`src/verilog/mmio_config.svh`:
```
// MMIO client build constants
// Bus widths, register offsets, VPD bytes and reset values

`ifndef MMIO_CONFIG_SVH
`define MMIO_CONFIG_SVH

// Bus widths --------
`define MMIO_ADDR_WIDTH  8           // Host address incl. block select
`define MMIO_DATA_WIDTH  8
`define MMIO_OFS_WIDTH   7           // 128-byte register block

// Register offsets --------
`define VPD_ID           7'h00
`define VPD_VER          7'h01
`define VPD_REV          7'h02
`define PHY_STAT         7'h10
`define PHY_ETH0         7'h11       // Three bytes
`define LY2_MAC          7'h22       // Six bytes
`define LY3_IP           7'h34       // Four bytes
`define DIAG_SCRATCH     7'h70       // Four bytes
`define DIAG_CTRL        7'h74

// VPD contents, user bitstream
`define VPD_ID_VAL       8'h3C
`define VPD_VER_VAL      8'h01
`define VPD_REV_VAL      8'h00

// Reset values, lowest address in the low byte --------
`define ETH0_TUNING_RST  24'h05_05_41
`define MAC_ADDR_RST     48'h0
`define IP_ADDR_RST      32'h0
`define SCRATCH_RST      32'hEF_BE_AD_DE
`define DIAG_CTRL_RST    8'h00

`endif

```
`src/verilog/mmioBusPkg.sv`:
```
// Host bus side types
// One bus byte and the offset inside the register block

`include "mmio_config.svh"

package mmioBusPkg;

  // --------------------
  // Bus payload
  // --------------------
  typedef logic [`MMIO_DATA_WIDTH-1:0] mmioDataT;   // One data byte

  // Offset below the block select bit
  typedef logic [`MMIO_OFS_WIDTH-1:0] mmioOfsT;

endpackage

```
`src/verilog/mmioRegPkg.sv`:
```
// Register content types
// Tuning, diag control and status layouts, address payloads
// Byte 0 of each value sits at the lowest register address

`include "mmio_config.svh"

package mmioRegPkg;

  // PHY_ETH0 tuning, three bytes --------
  typedef struct packed {
    logic [2:0] rsvd2;              // Byte 2
    logic [4:0] txPostCursor;
    logic [2:0] rsvd1;              // Byte 1
    logic [4:0] txPreCursor;
    logic [3:0] txDriverSwing;      // Byte 0
    logic [2:0] rsvd0;
    logic       rxEqualizerMode;
  } eth0TuningT;

  // Loopback controls
  typedef struct packed {
    logic [4:0] rsvd;               // Kept and read back
    logic       macAddrSwapEn;
    logic       macLoopbackEn;
    logic       pcsLoopbackEn;
  } diagCtrlT;

  // Memory and Ethernet status, read only --------
  typedef struct packed {
    logic [3:0] zero;
    logic       eth0QpllLock;
    logic       eth0CoreReady;
    logic       mc1InitCalComplete;
    logic       mc0InitCalComplete;
  } phyStatusT;

  typedef logic [6*`MMIO_DATA_WIDTH-1:0] macAddrT;   // NTS0 MAC
  typedef logic [4*`MMIO_DATA_WIDTH-1:0] ipAddrT;    // NTS0 IPv4
  typedef logic [4*`MMIO_DATA_WIDTH-1:0] scratchT;   // Diag scratch

endpackage

```
`src/verilog/regBusIf.sv`:
```
// Internal register access bus
// Single-cycle write and read strobes with offset and data

`timescale 1ns/1ps

interface regBusIf
  import mmioBusPkg::*;
();

  logic     wrEn;    // Write strobe, one cycle
  logic     rdEn;    // Read strobe, never with wrEn
  mmioOfsT  ofs;     // Valid with a strobe
  mmioDataT wrData;

  // Bus port side
  modport requester (output wrEn, output rdEn, output ofs, output wrData);

  // Registers and read mux
  modport target (input wrEn, input rdEn, input ofs, input wrData);

endinterface

```
`src/verilog/emifPort.sv`:
```
// Host bus front end
// Samples chip select accesses, decodes the block select bit
// and issues one write or read strobe per access

`timescale 1ns/1ps
`include "mmio_config.svh"

module emifPort
  import mmioBusPkg::*;
(
  input  logic                        shlClk,
  input  logic                        rstN,
  input  logic                        csN,
  input  logic                        weN,       // Low for write
  input  logic [`MMIO_ADDR_WIDTH-1:0] addr,
  input  mmioDataT                    wrData,
  regBusIf.requester                  bus
);

  logic blockSel;   // Access to the lower half

  // --------------------
  // Address decode
  // --------------------
  // Upper half is unmapped and gives no strobe
  assign blockSel = !csN && !addr[`MMIO_ADDR_WIDTH-1];

  // Strobes one cycle after the access edge
  always_ff @(posedge shlClk or negedge rstN)
  begin
    if (!rstN)
    begin
      bus.wrEn <= 1'b0;
      bus.rdEn <= 1'b0;
    end
    else
    begin
      bus.wrEn <= blockSel && !weN;
      bus.rdEn <= blockSel &&  weN;
    end
  end

  // Offset and data ride along with the strobe
  always_ff @(posedge shlClk)
  begin
    if (!csN)
    begin
      bus.ofs    <= addr[`MMIO_OFS_WIDTH-1:0];   // Drop block select
      bus.wrData <= wrData;
    end
  end

endmodule

```
`src/verilog/ctrlReg.sv`:
```
// Byte-writable control register
// Payload of any packed type, mapped at BASE upward,
// lowest address to the least significant byte

`timescale 1ns/1ps
`include "mmio_config.svh"

module ctrlReg
  import mmioBusPkg::*;
#(
  parameter type     T     = logic [7:0],
  parameter mmioOfsT BASE  = '0,   // Offset of byte 0
  parameter T        RESET = '0
) (
  input  logic      shlClk,
  input  logic      rstN,
  regBusIf.target   bus,
  output T          value
);

  localparam int NumBytes = $bits(T) / `MMIO_DATA_WIDTH;

  logic [$bits(T)-1:0] valueQ;   // Raw byte lanes

  // --------------------
  // Lane write
  // --------------------
  always_ff @(posedge shlClk or negedge rstN)
  begin
    if (!rstN)
    begin
      valueQ <= RESET;
    end
    else if (bus.wrEn)
    begin
      for (int i = 0; i < NumBytes; i++)
      begin
        if (bus.ofs == mmioOfsT'(BASE + i))   // Addressed lane only
          valueQ[i*`MMIO_DATA_WIDTH +: `MMIO_DATA_WIDTH] <= bus.wrData;
      end
    end
  end

  // Back to the field layout
  assign value = T'(valueQ);

endmodule

```
`src/verilog/statusReadMux.sv`:
```
// Read side of the register block
// Selects VPD, live status or a control byte lane on a read strobe
// and returns it registered with a one-cycle valid

`timescale 1ns/1ps
`include "mmio_config.svh"

module statusReadMux
  import mmioBusPkg::*;
  import mmioRegPkg::*;
(
  input  logic       shlClk,
  input  logic       rstN,
  regBusIf.target    bus,
  input  phyStatusT  phyStatus,    // Live, shlClk domain
  input  eth0TuningT eth0Tuning,
  input  macAddrT    macAddr,
  input  ipAddrT     ipAddr,
  input  scratchT    scratch,
  input  diagCtrlT   diagCtrl,
  output mmioDataT   rdData,
  output logic       rdValid       // One cycle, no back-pressure
);

  mmioDataT rdByte;   // Selected before the output flop

  // Byte lane out of a value up to MAC size
  function automatic mmioDataT laneSel(input macAddrT vec, input int lane);
    return vec[lane*`MMIO_DATA_WIDTH +: `MMIO_DATA_WIDTH];
  endfunction

  // --------------------
  // Byte select
  // --------------------
  always_comb
  begin
    rdByte = '0;   // Unmapped reads as zero
    case (bus.ofs) inside
      `VPD_ID:   rdByte = `VPD_ID_VAL;     // Constant VPD
      `VPD_VER:  rdByte = `VPD_VER_VAL;
      `VPD_REV:  rdByte = `VPD_REV_VAL;
      `PHY_STAT: rdByte = phyStatus;
      [`PHY_ETH0 : `PHY_ETH0 + 7'd2]:
        rdByte = laneSel(48'(eth0Tuning), int'(bus.ofs - `PHY_ETH0));
      [`LY2_MAC : `LY2_MAC + 7'd5]:
        rdByte = laneSel(macAddr, int'(bus.ofs - `LY2_MAC));
      [`LY3_IP : `LY3_IP + 7'd3]:
        rdByte = laneSel(48'(ipAddr), int'(bus.ofs - `LY3_IP));
      [`DIAG_SCRATCH : `DIAG_SCRATCH + 7'd3]:
        rdByte = laneSel(48'(scratch), int'(bus.ofs - `DIAG_SCRATCH));
      `DIAG_CTRL: rdByte = diagCtrl;
      default:    rdByte = '0;
    endcase
  end

  // Output stage --------
  always_ff @(posedge shlClk or negedge rstN)
  begin
    if (!rstN)
      rdValid <= 1'b0;
    else
      rdValid <= bus.rdEn;   // Second cycle of read latency
  end

  always_ff @(posedge shlClk)
  begin
    if (bus.rdEn)
      rdData <= rdByte;   // Held until next read
  end

endmodule

```
`src/verilog/mmioClient.sv`:
```
// MMIO register client, top level
// Host bus front end, five control registers, read mux
// Status packing and control field fan-out to the shell

`timescale 1ns/1ps
`include "mmio_config.svh"

module mmioClient
  import mmioRegPkg::*;
(
  input  logic                        shlClk,
  input  logic                        rstN,
  // Host bus
  input  logic                        csN,
  input  logic                        weN,
  input  logic [`MMIO_ADDR_WIDTH-1:0] addr,
  input  logic [`MMIO_DATA_WIDTH-1:0] wrData,
  output logic [`MMIO_DATA_WIDTH-1:0] rdData,
  output logic                        rdValid,
  // Memory and Ethernet status
  input  logic                        mc0InitCalComplete,
  input  logic                        mc1InitCalComplete,
  input  logic                        eth0CoreReady,
  input  logic                        eth0QpllLock,
  // Transceiver tuning
  output logic                        eth0RxEqualizerMode,
  output logic [3:0]                  eth0TxDriverSwing,
  output logic [4:0]                  eth0TxPreCursor,
  output logic [4:0]                  eth0TxPostCursor,
  // Loopback controls
  output logic                        eth0PcsLoopbackEn,
  output logic                        eth0MacLoopbackEn,
  output logic                        eth0MacAddrSwapEn,
  // NTS0 addresses
  output logic [47:0]                 nts0MacAddress,
  output logic [31:0]                 nts0IpAddress
);

  phyStatusT  phyStatus;
  eth0TuningT eth0Tuning;
  macAddrT    macAddr;
  ipAddrT     ipAddr;
  scratchT    scratch;
  diagCtrlT   diagCtrl;

  regBusIf regBus ();   // Strobes from the bus port

  // --------------------
  // Front end
  // --------------------
  emifPort u_emifPort (
    .shlClk (shlClk),
    .rstN   (rstN),
    .csN    (csN),
    .weN    (weN),
    .addr   (addr),
    .wrData (wrData),
    .bus    (regBus.requester)
  );

  // Control registers --------
  ctrlReg #(.T(eth0TuningT), .BASE(`PHY_ETH0), .RESET(`ETH0_TUNING_RST)) u_eth0Tuning (
    .shlClk (shlClk), .rstN (rstN), .bus (regBus.target), .value (eth0Tuning));
  ctrlReg #(.T(macAddrT), .BASE(`LY2_MAC), .RESET(`MAC_ADDR_RST)) u_macAddr (
    .shlClk (shlClk), .rstN (rstN), .bus (regBus.target), .value (macAddr));
  ctrlReg #(.T(ipAddrT), .BASE(`LY3_IP), .RESET(`IP_ADDR_RST)) u_ipAddr (
    .shlClk (shlClk), .rstN (rstN), .bus (regBus.target), .value (ipAddr));
  ctrlReg #(.T(scratchT), .BASE(`DIAG_SCRATCH), .RESET(`SCRATCH_RST)) u_scratch (
    .shlClk (shlClk), .rstN (rstN), .bus (regBus.target), .value (scratch));
  ctrlReg #(.T(diagCtrlT), .BASE(`DIAG_CTRL), .RESET(`DIAG_CTRL_RST)) u_diagCtrl (
    .shlClk (shlClk), .rstN (rstN), .bus (regBus.target), .value (diagCtrl));

  // Read back
  statusReadMux u_readMux (
    .shlClk (shlClk), .rstN (rstN), .bus (regBus.target),
    .phyStatus (phyStatus), .eth0Tuning (eth0Tuning), .macAddr (macAddr),
    .ipAddr (ipAddr), .scratch (scratch), .diagCtrl (diagCtrl),
    .rdData (rdData), .rdValid (rdValid)
  );

  // --------------------
  // Status in, fields out
  // --------------------
  assign phyStatus = '{zero: 4'h0, eth0QpllLock: eth0QpllLock, eth0CoreReady: eth0CoreReady,
                       mc1InitCalComplete: mc1InitCalComplete,
                       mc0InitCalComplete: mc0InitCalComplete};

  assign eth0RxEqualizerMode = eth0Tuning.rxEqualizerMode;
  assign eth0TxDriverSwing   = eth0Tuning.txDriverSwing;
  assign eth0TxPreCursor     = eth0Tuning.txPreCursor;
  assign eth0TxPostCursor    = eth0Tuning.txPostCursor;
  assign eth0PcsLoopbackEn   = diagCtrl.pcsLoopbackEn;   // Reserved bits stay internal
  assign eth0MacLoopbackEn   = diagCtrl.macLoopbackEn;
  assign eth0MacAddrSwapEn   = diagCtrl.macAddrSwapEn;
  assign nts0MacAddress      = macAddr;
  assign nts0IpAddress       = ipAddr;

endmodule

```
`config.mk`:
```
export PLATFORM = sky130hd
export DESIGN_NAME = mmioClient
export DESIGN_NICKNAME = d
export VERILOG_FILES = /design/src/verilog/mmioBusPkg.sv /design/src/verilog/mmioRegPkg.sv /design/src/verilog/regBusIf.sv /design/src/verilog/emifPort.sv /design/src/verilog/ctrlReg.sv /design/src/verilog/statusReadMux.sv /design/src/verilog/mmioClient.sv
export VERILOG_INCLUDE_DIRS = /design/src /design/src/verilog
export SDC_FILE = /design/constraint.sdc
export NUM_CORES = 1
export LEC_CHECK = 0
export BUFFER_PORTS_ARGS = -buffer_cell sky130_fd_sc_hd__buf_2
export CAP_MARGIN = 20
export CORE_ASPECT_RATIO = 1.25
export CORE_MARGIN = 5
export CORE_UTILIZATION = 35
export DETAILED_ROUTE_END_ITERATION = 10
export PLACE_DENSITY = 0.53
export SYNTH_ARGS = -nofsm -noshare
export SYNTH_HDL_FRONTEND = slang
export SYNTH_SLANG_ARGS = --single-unit
```
`constraint.sdc`:
```
create_clock -name shlClk -period 3.6 [get_ports shlClk]
set_clock_uncertainty 0.2 [all_clocks]
set_input_delay 0.72 -clock shlClk [delete_from_list [all_inputs] [get_ports shlClk]]
set_output_delay 0.72 -clock shlClk [all_outputs]
set_load 0.02 [all_outputs]
```
# --- After elaboration in Yosys (flattened, before gate mapping) ---
# Cells that the tools add are included.
totals:
  register_bits: 170
  input_bits: 24
  output_inout_bits: 107
  word_cells: 102
op_classes:
  addsub: 4
  magnitude_cmp: 8
  eq_ne: 21
  shift: 4
  mux: 8
  n_reduce_logical: 31
op_table:
  columns: ["operator", "n"]
  rows:
  - ["48-bit by 32-bit variable part select with 8-bit output", 4]
  - ["7-bit by 6-bit == test with 1-bit output, second input constant", 10]
  - ["8-bit two-way mux", 5]
  - ["2-bit AND reduction", 18]
  - ["7-bit == test, second input constant", 5]
  - ["7-bit by 5-bit == test with 1-bit output, second input constant", 4]
  - ["6-bit two-way mux", 3]
  - ["7-bit by 6-bit subtractor with 8-bit output, second input constant", 2]
  - ["7-bit by 6-bit greater-or-equal comparator with 1-bit output, second input constant", 2]
  - ["7-bit by 6-bit <= comparator with 1-bit output, second input constant", 2]
  - ["7-bit by 5-bit subtractor with 8-bit output, second input constant", 1]
  - ["7-bit by 7-bit subtractor with 8-bit output, second input constant", 1]
  - ["7-bit by 1-bit == test with 1-bit output, second input constant", 1]
  - ["7-bit by 2-bit == test with 1-bit output, second input constant", 1]
  - ["7-bit by 5-bit greater-or-equal comparator with 1-bit output, second input constant", 1]
  - ["7-bit greater-or-equal comparator, second input constant", 1]
  - ["7-bit by 5-bit <= comparator with 1-bit output, second input constant", 1]
  - ["7-bit <= comparator, second input constant", 1]
  - ["1-bit logical AND", 7]
  - ["7-bit zero test", 1]
  - ["4-bit OR reduction", 1]
  - ["1-bit zero test", 3]
  - ["3-bit OR reduction", 1]

# --- Depth between registers and ports, before layout ---
depth:
  ltp_word: 9
  depth_mapped: 11

# --- Cells and area by module ---
# A second synthesis with hierarchy kept.
hier_totals:
  cells_unflattened: 555
  area_unflattened_um2: 8413.1
modules_own_cells:
  columns: ["mod", "n_inst", "cells_per_inst", "area_per_inst_um2"]
  rows:
  - ["statusReadMux", 1, 207, 2026.9]
  - ["ctrlReg at u_macAddr", 1, 109, 1885.6]
  - ["ctrlReg at u_ipAddr", 1, 74, 1337.5]
  - ["ctrlReg at u_scratch", 1, 72, 1323.8]
  - ["ctrlReg at u_eth0Tuning", 1, 53, 969.7]
  - ["emifPort", 1, 20, 526.8]
  - ["ctrlReg at u_diagCtrl", 1, 19, 339.1]
  - ["mmioClient", 1, 1, 3.8]

# --- Worst setup path before layout ---
# No wires, ideal clock.
synth_timing:
  path_type: "reg-to-reg"
  startpoint: "register u_emifPort.bus.ofs[0]"
  endpoint: "register u_readMux.rdData[6], data pin"
  setup_time_ns: 0.167
  arrival_time_ns: 2.624
  t_required_ns: 3.233
  path_slack_ns: 0.609
  stages_incl_launch_ff: 12
  path_buffers: 4
  path_cell_list: "edfxtp_1 -> buf_6 -> buf_2 -> inv_1 -> clkbuf_1 -> ha_1 -> buf_1 -> nor2b_1 -> nand2_1 -> o21ai_0 -> nand2_1 -> a221oi_2"
synth_via:
  elab_chain_len: 6
synth_rtl:
  columns: ["item", "line", "text"]
  rows:
  - ["start: declaration", "regBusIf.sv:16", "modport requester (output wrEn, output rdEn, output ofs, output wrData);"]
  - ["start signal: assignment", "emifPort.sv:48", "bus.ofs <= addr[`MMIO_OFS_WIDTH-1:0];"]
  - ["7-bit by 7-bit subtractor with 8-bit output (no source line) (tied with other cells)", null, null]
  - ["48-bit by 32-bit variable part select with 8-bit output (tied with other cells)", "statusReadMux.sv:29", "return vec[lane*`MMIO_DATA_WIDTH +: `MMIO_DATA_WIDTH];"]
  - ["8-bit two-way mux (4 in series)", "statusReadMux.sv:38", "case (bus.ofs) inside"]
  - ["end signal: assignment", "statusReadMux.sv:68", "rdData <= rdByte;"]
  - ["end: declaration", "statusReadMux.sv:21", "output mmioDataT rdData,"]
# Parallel ways exist; a longest one is shown, timed or not.
# A chain may end at the register's enable or synchronous reset.

# --- Worst setup path in the final report ---
# Same ends and word-level chain as after synthesis.

==> impl_metrics.env <==
export IMPL_outcome="complete, no violations"
export IMPL_wl_per_cell_um=23.35
export IMPL_synth_edff_count=23
export IMPL_cts_sinks=170
export IMPL_synthSimpleGateAreaFrac=0.06442
export IMPL_synth_top_family_by_area="multiplexers"
export IMPL_worstPathArrival_ns=3.03
export IMPL_htree_num_levels=4
export IMPL_path_class="register to register"
export IMPL_tightest_slew_ns=0.8621
export IMPL_wirelength_um=23090
export IMPL_slowest_stage="a21oi_1"
export IMPL_synth_compound_area_share=0.04812
export IMPL_path_clk_slew_ns=0.07
export IMPL_io_buffer_count=130
export IMPL_dpl_instance_area_um2=8900
export IMPL_start_util=0.3534
export IMPL_io_pin_count=131
export IMPL_r2r_start="u_emifPort.bus.ofs[0]$_DFFE_PN_"
export IMPL_drc_errors=0
export IMPL_area_growth_syn_to_layout_pct=18.22
export IMPL_fp_dieArea_um2=26180
export IMPL_post_cts_setup_buffers=0
export IMPL_num_vias=5207
export IMPL_regToRegEndpoint="u_readMux.rdData[6]$_SDFFCE_PP0P_"
export IMPL_preCtsSetupSlack_ns=0.6654
export IMPL_endpoint_kind="register"
export IMPL_die_y_um=179.7
export IMPL_synth_xor_area_frac=0.002173
export IMPL_finish_net_count=724
export IMPL_clockBufferDepth=2
export IMPL_syn_nets=607
export IMPL_insertion_delay_ns=0.44
export IMPL_relSlewSlack=0.4221
export IMPL_drive_above_1_share=0.5364
export IMPL_numCtsBuffers=17
export IMPL_ys_ff_latch=170
export IMPL_rr_worst_depth=7
export IMPL_antenna_found_initial=0
export IMPL_fin_ws_ns=0.6332
export IMPL_fmax_ghz=0.3371
export IMPL_synthAdderAreaFrac=0.01863
export IMPL_fin_area_um2=9529
export IMPL_synth_area_mux_share=0.2875
export IMPL_power_density_nw_per_um2=463.7
export IMPL_ys_warn_count=0
export IMPL_rsz0062_at_grt="false"
export IMPL_yosysSeqAreaShare=0.5467
export IMPL_synth_area_um2=8060
export IMPL_cp_slowest_stage_delay_ns=0.56
export IMPL_fp_dieW_um=145.7
export IMPL_finalCritPeriodShare=0.8241
export IMPL_crit_path_cell_trace="inv_1 > ha_1 > and3b_1 > o21ai_0 > a21oi_1 > nand2_1 > a221oi_2"
export IMPL_r2r_slack_ns=0.63
export IMPL_whs_endpoint="u_emifPort.bus.rdEn$_DFF_PN0_"
export IMPL_slew_viol_final=0
export IMPL_vdd_drop_max_mv=0.2798
export IMPL_cts_tree="done"
export IMPL_yosysUniqueCellTypes=57
export IMPL_synthCells=571
export IMPL_min_period_ns=2.967
export IMPL_diodes=0
export IMPL_overflow=0
export IMPL_synth_async_reset_ratio=0.8647
export IMPL_core_area_um2=22810
export IMPL_cap_violations=0
export IMPL_start_kind="register"
export IMPL_grt_max_degree=83
export IMPL_setup_violations=0
export IMPL_grt_pass1_wl_um=35820
export IMPL_rows=62
export IMPL_place_gp_congestion=0.9268
export IMPL_vias_per_cell=5.265
export IMPL_final_util=0.4178
export IMPL_cts_root_buffer="clkbuf_16"
export IMPL_synth_ff_type="dfrtp_1"
export IMPL_min_from="addr[7]"
export IMPL_globalRouteTotalUtil=0.1776
export IMPL_finalSetupTns_ns=0
export IMPL_worstHoldPathType="input pin to register"
export IMPL_avgSynthCellArea_um2=14.12
export IMPL_hold_viol_final=0
export IMPL_drt_initial_drc_count=368
export IMPL_ant_nets=0
export IMPL_hold_depth=2
export IMPL_grt_pass1_vias=5643
export IMPL_power_leakage_uw=0.004592
export IMPL_crit_required_ns=3.66
export IMPL_drt_first_pass_iters=5
export IMPL_dp_hpwl_um=16440
export IMPL_path_max_fanout=14
[synthesized netlist by cell type, types with 9 or more instances]
cell | number | area, um^2
buf_4 | 15 | 112.6
clkbuf_1 | 14 | 52.55
dfrtp_1 | 117 | 2928
dfstp_2 | 30 | 788.3
edfxtp_1 | 23 | 690.7
ha_1 | 12 | 150.1
mux2_2 | 144 | 1622
mux2i_1 | 20 | 200.2
mux4_2 | 22 | 495.5
nand2_1 | 42 | 157.7
nand4_1 | 9 | 56.30
nor2_1 | 12 | 45.04
o21ai_0 | 16 | 80.08
[how the worst max path moves through the flow]
stage                                    startpoint                           endpoint  slack [ns]  depth (start not counted)
floorplan           u_emifPort.bus.ofs[0]$_DFFE_PN_  u_readMux.rdData[6]$_SDFFCE_PP0P_        0.61                         11
global placement    u_emifPort.bus.ofs[0]$_DFFE_PN_  u_readMux.rdData[6]$_SDFFCE_PP0P_        0.71                          7
detailed placement  u_emifPort.bus.ofs[0]$_DFFE_PN_  u_readMux.rdData[6]$_SDFFCE_PP0P_        0.67                          7
CTS                 u_emifPort.bus.ofs[0]$_DFFE_PN_  u_readMux.rdData[6]$_SDFFCE_PP0P_        0.63                          7
global route        u_emifPort.bus.ofs[0]$_DFFE_PN_  u_readMux.rdData[7]$_SDFFCE_PP0P_        0.36                          7
finish              u_emifPort.bus.ofs[0]$_DFFE_PN_  u_readMux.rdData[6]$_SDFFCE_PP0P_        0.63                          7
[routing by layer]
layer / global-route usage / vias up / share of wire
li1: - / 2337 / -
met2: 0.3091 / 119 / 0.53
met5: 0 / - / 0
met3: 0.02846 / 30 / 0.033
met1: 0.2224 / 2721 / 0.41
met4: 0.06458 / 0 / 0.026
[placed cells by master, fill, tap and decap left out, types with 2 or more instances in the layout]
| cell type | Yosys | final |
|---|---|---|
| a211oi_1 | 2 | 2 |
| a21boi_0 | 2 | 2 |
| a21o_1 | 3 | 3 |
| a21oi_1 | 6 | 6 |
| a221o_1 | 2 | 2 |
| a221oi_1 | 4 | 4 |
| a22oi_1 | 2 | 2 |
| a31oi_1 | 2 | 2 |
| and3_1 | 2 | 2 |
| buf_2 | 5 | 129 |
| buf_4 | 15 | 6 |
| clkbuf_16 | 0 | 17 |
| clkinv_4 | 0 | 2 |
| clkinv_8 | 0 | 6 |
| dfrtp_1 | 117 | 117 |
| dfstp_2 | 30 | 30 |
| edfxtp_1 | 23 | 23 |
| ha_1 | 12 | 12 |
| inv_1 | 5 | 5 |
| inv_6 | 0 | 2 |
| inv_8 | 0 | 4 |
| mux2_2 | 144 | 144 |
| mux2i_1 | 20 | 20 |
| mux4_2 | 22 | 22 |
| nand2_1 | 42 | 42 |
| nand2b_1 | 3 | 3 |
| nand3_1 | 7 | 7 |
| nand3b_1 | 2 | 2 |
| nand4_1 | 9 | 9 |
| nor2_1 | 12 | 12 |
| nor2_2 | 3 | 3 |
| nor2b_1 | 4 | 4 |
| nor3_1 | 4 | 4 |
| nor3_2 | 2 | 2 |
| nor3b_1 | 3 | 3 |
| o21a_1 | 2 | 2 |
| o21ai_0 | 16 | 16 |
| o22ai_1 | 2 | 2 |
| o32a_1 | 2 | 2 |
[critical path: cells and delay by family, from the launching register on]
family                     cells  cell delay (ns)
AOI/OAI and AO/OA              3             0.92
adders and majority gates      1             0.35
buffers and inverters          1             0.43
and+or+nand+nor                2             0.41
DFF                            1             0.48
[registers in the layout (all words and copies together), names as in the netlist]
signal / flops
u_macAddr.value: 48
u_ipAddr.value: 32
u_scratch.value: 32
u_eth0Tuning.value: 24
u_diagCtrl.value: 8
u_emifPort.bus.wrData: 8
u_readMux.rdData: 8
u_emifPort.bus.ofs: 7
u_emifPort.bus.rdEn: 1
u_emifPort.bus.wrEn: 1
u_readMux.rdValid: 1
[what timing repair did]
item | 4_1_cts | 5_1_grt
hold buffers | 1 | 0
endpoints found under the hold margin | 11 | 0
endpoints found under the setup margin | 0 | 0
gates resized for setup | 0 | 0
[area by class of cell]
| type | count | area (um^2) |
|---|---|---|
| fill | 2169 | 13280 |
| sequential | 170 | 4407 |
| multi-input combinational | 356 | 3392 |
| timing repair buffer | 138 | 732.0 |
| clock buffer | 17 | 425.4 |
| tap | 288 | 360.3 |
| clock inverter | 15 | 193.9 |
| inverter | 5 | 18.77 |
[through the flow]
| step | hold WS, ns | power, uW | instances |
|---|---|---|---|
| floorplan | 0.2244 | 2406 | 571 |
| finish | 0.2480 | 4419 | 989 |
| detailed placement | 0.2935 | 2598 | 956 |
| CTS | 0.2377 | 4476 | 989 |
| global placement | 0.2823 | 2589 | 956 |
| global route | 0.2390 | 4600 | 989 |
[power by group]
part	internal, uW	leakage [uW]	switching [uW]	total, uW
sequential	2030	0.00214	110	2140
clock	951	0.000300	911	1860
combinational	165	0.00215	247	412
total	3150	0.00459	1270	4420
[kinds of logic after synthesis]
group,count (synthesis)
xor gates and xnor gates,2
adders and majority gates,12
and+or+nand+nor,102
AOI/OAI and AO/OA,54
muxes,186
buffers and inverters,45
DFF,170
No activity file was read; power rests on OpenSTA's default activity.
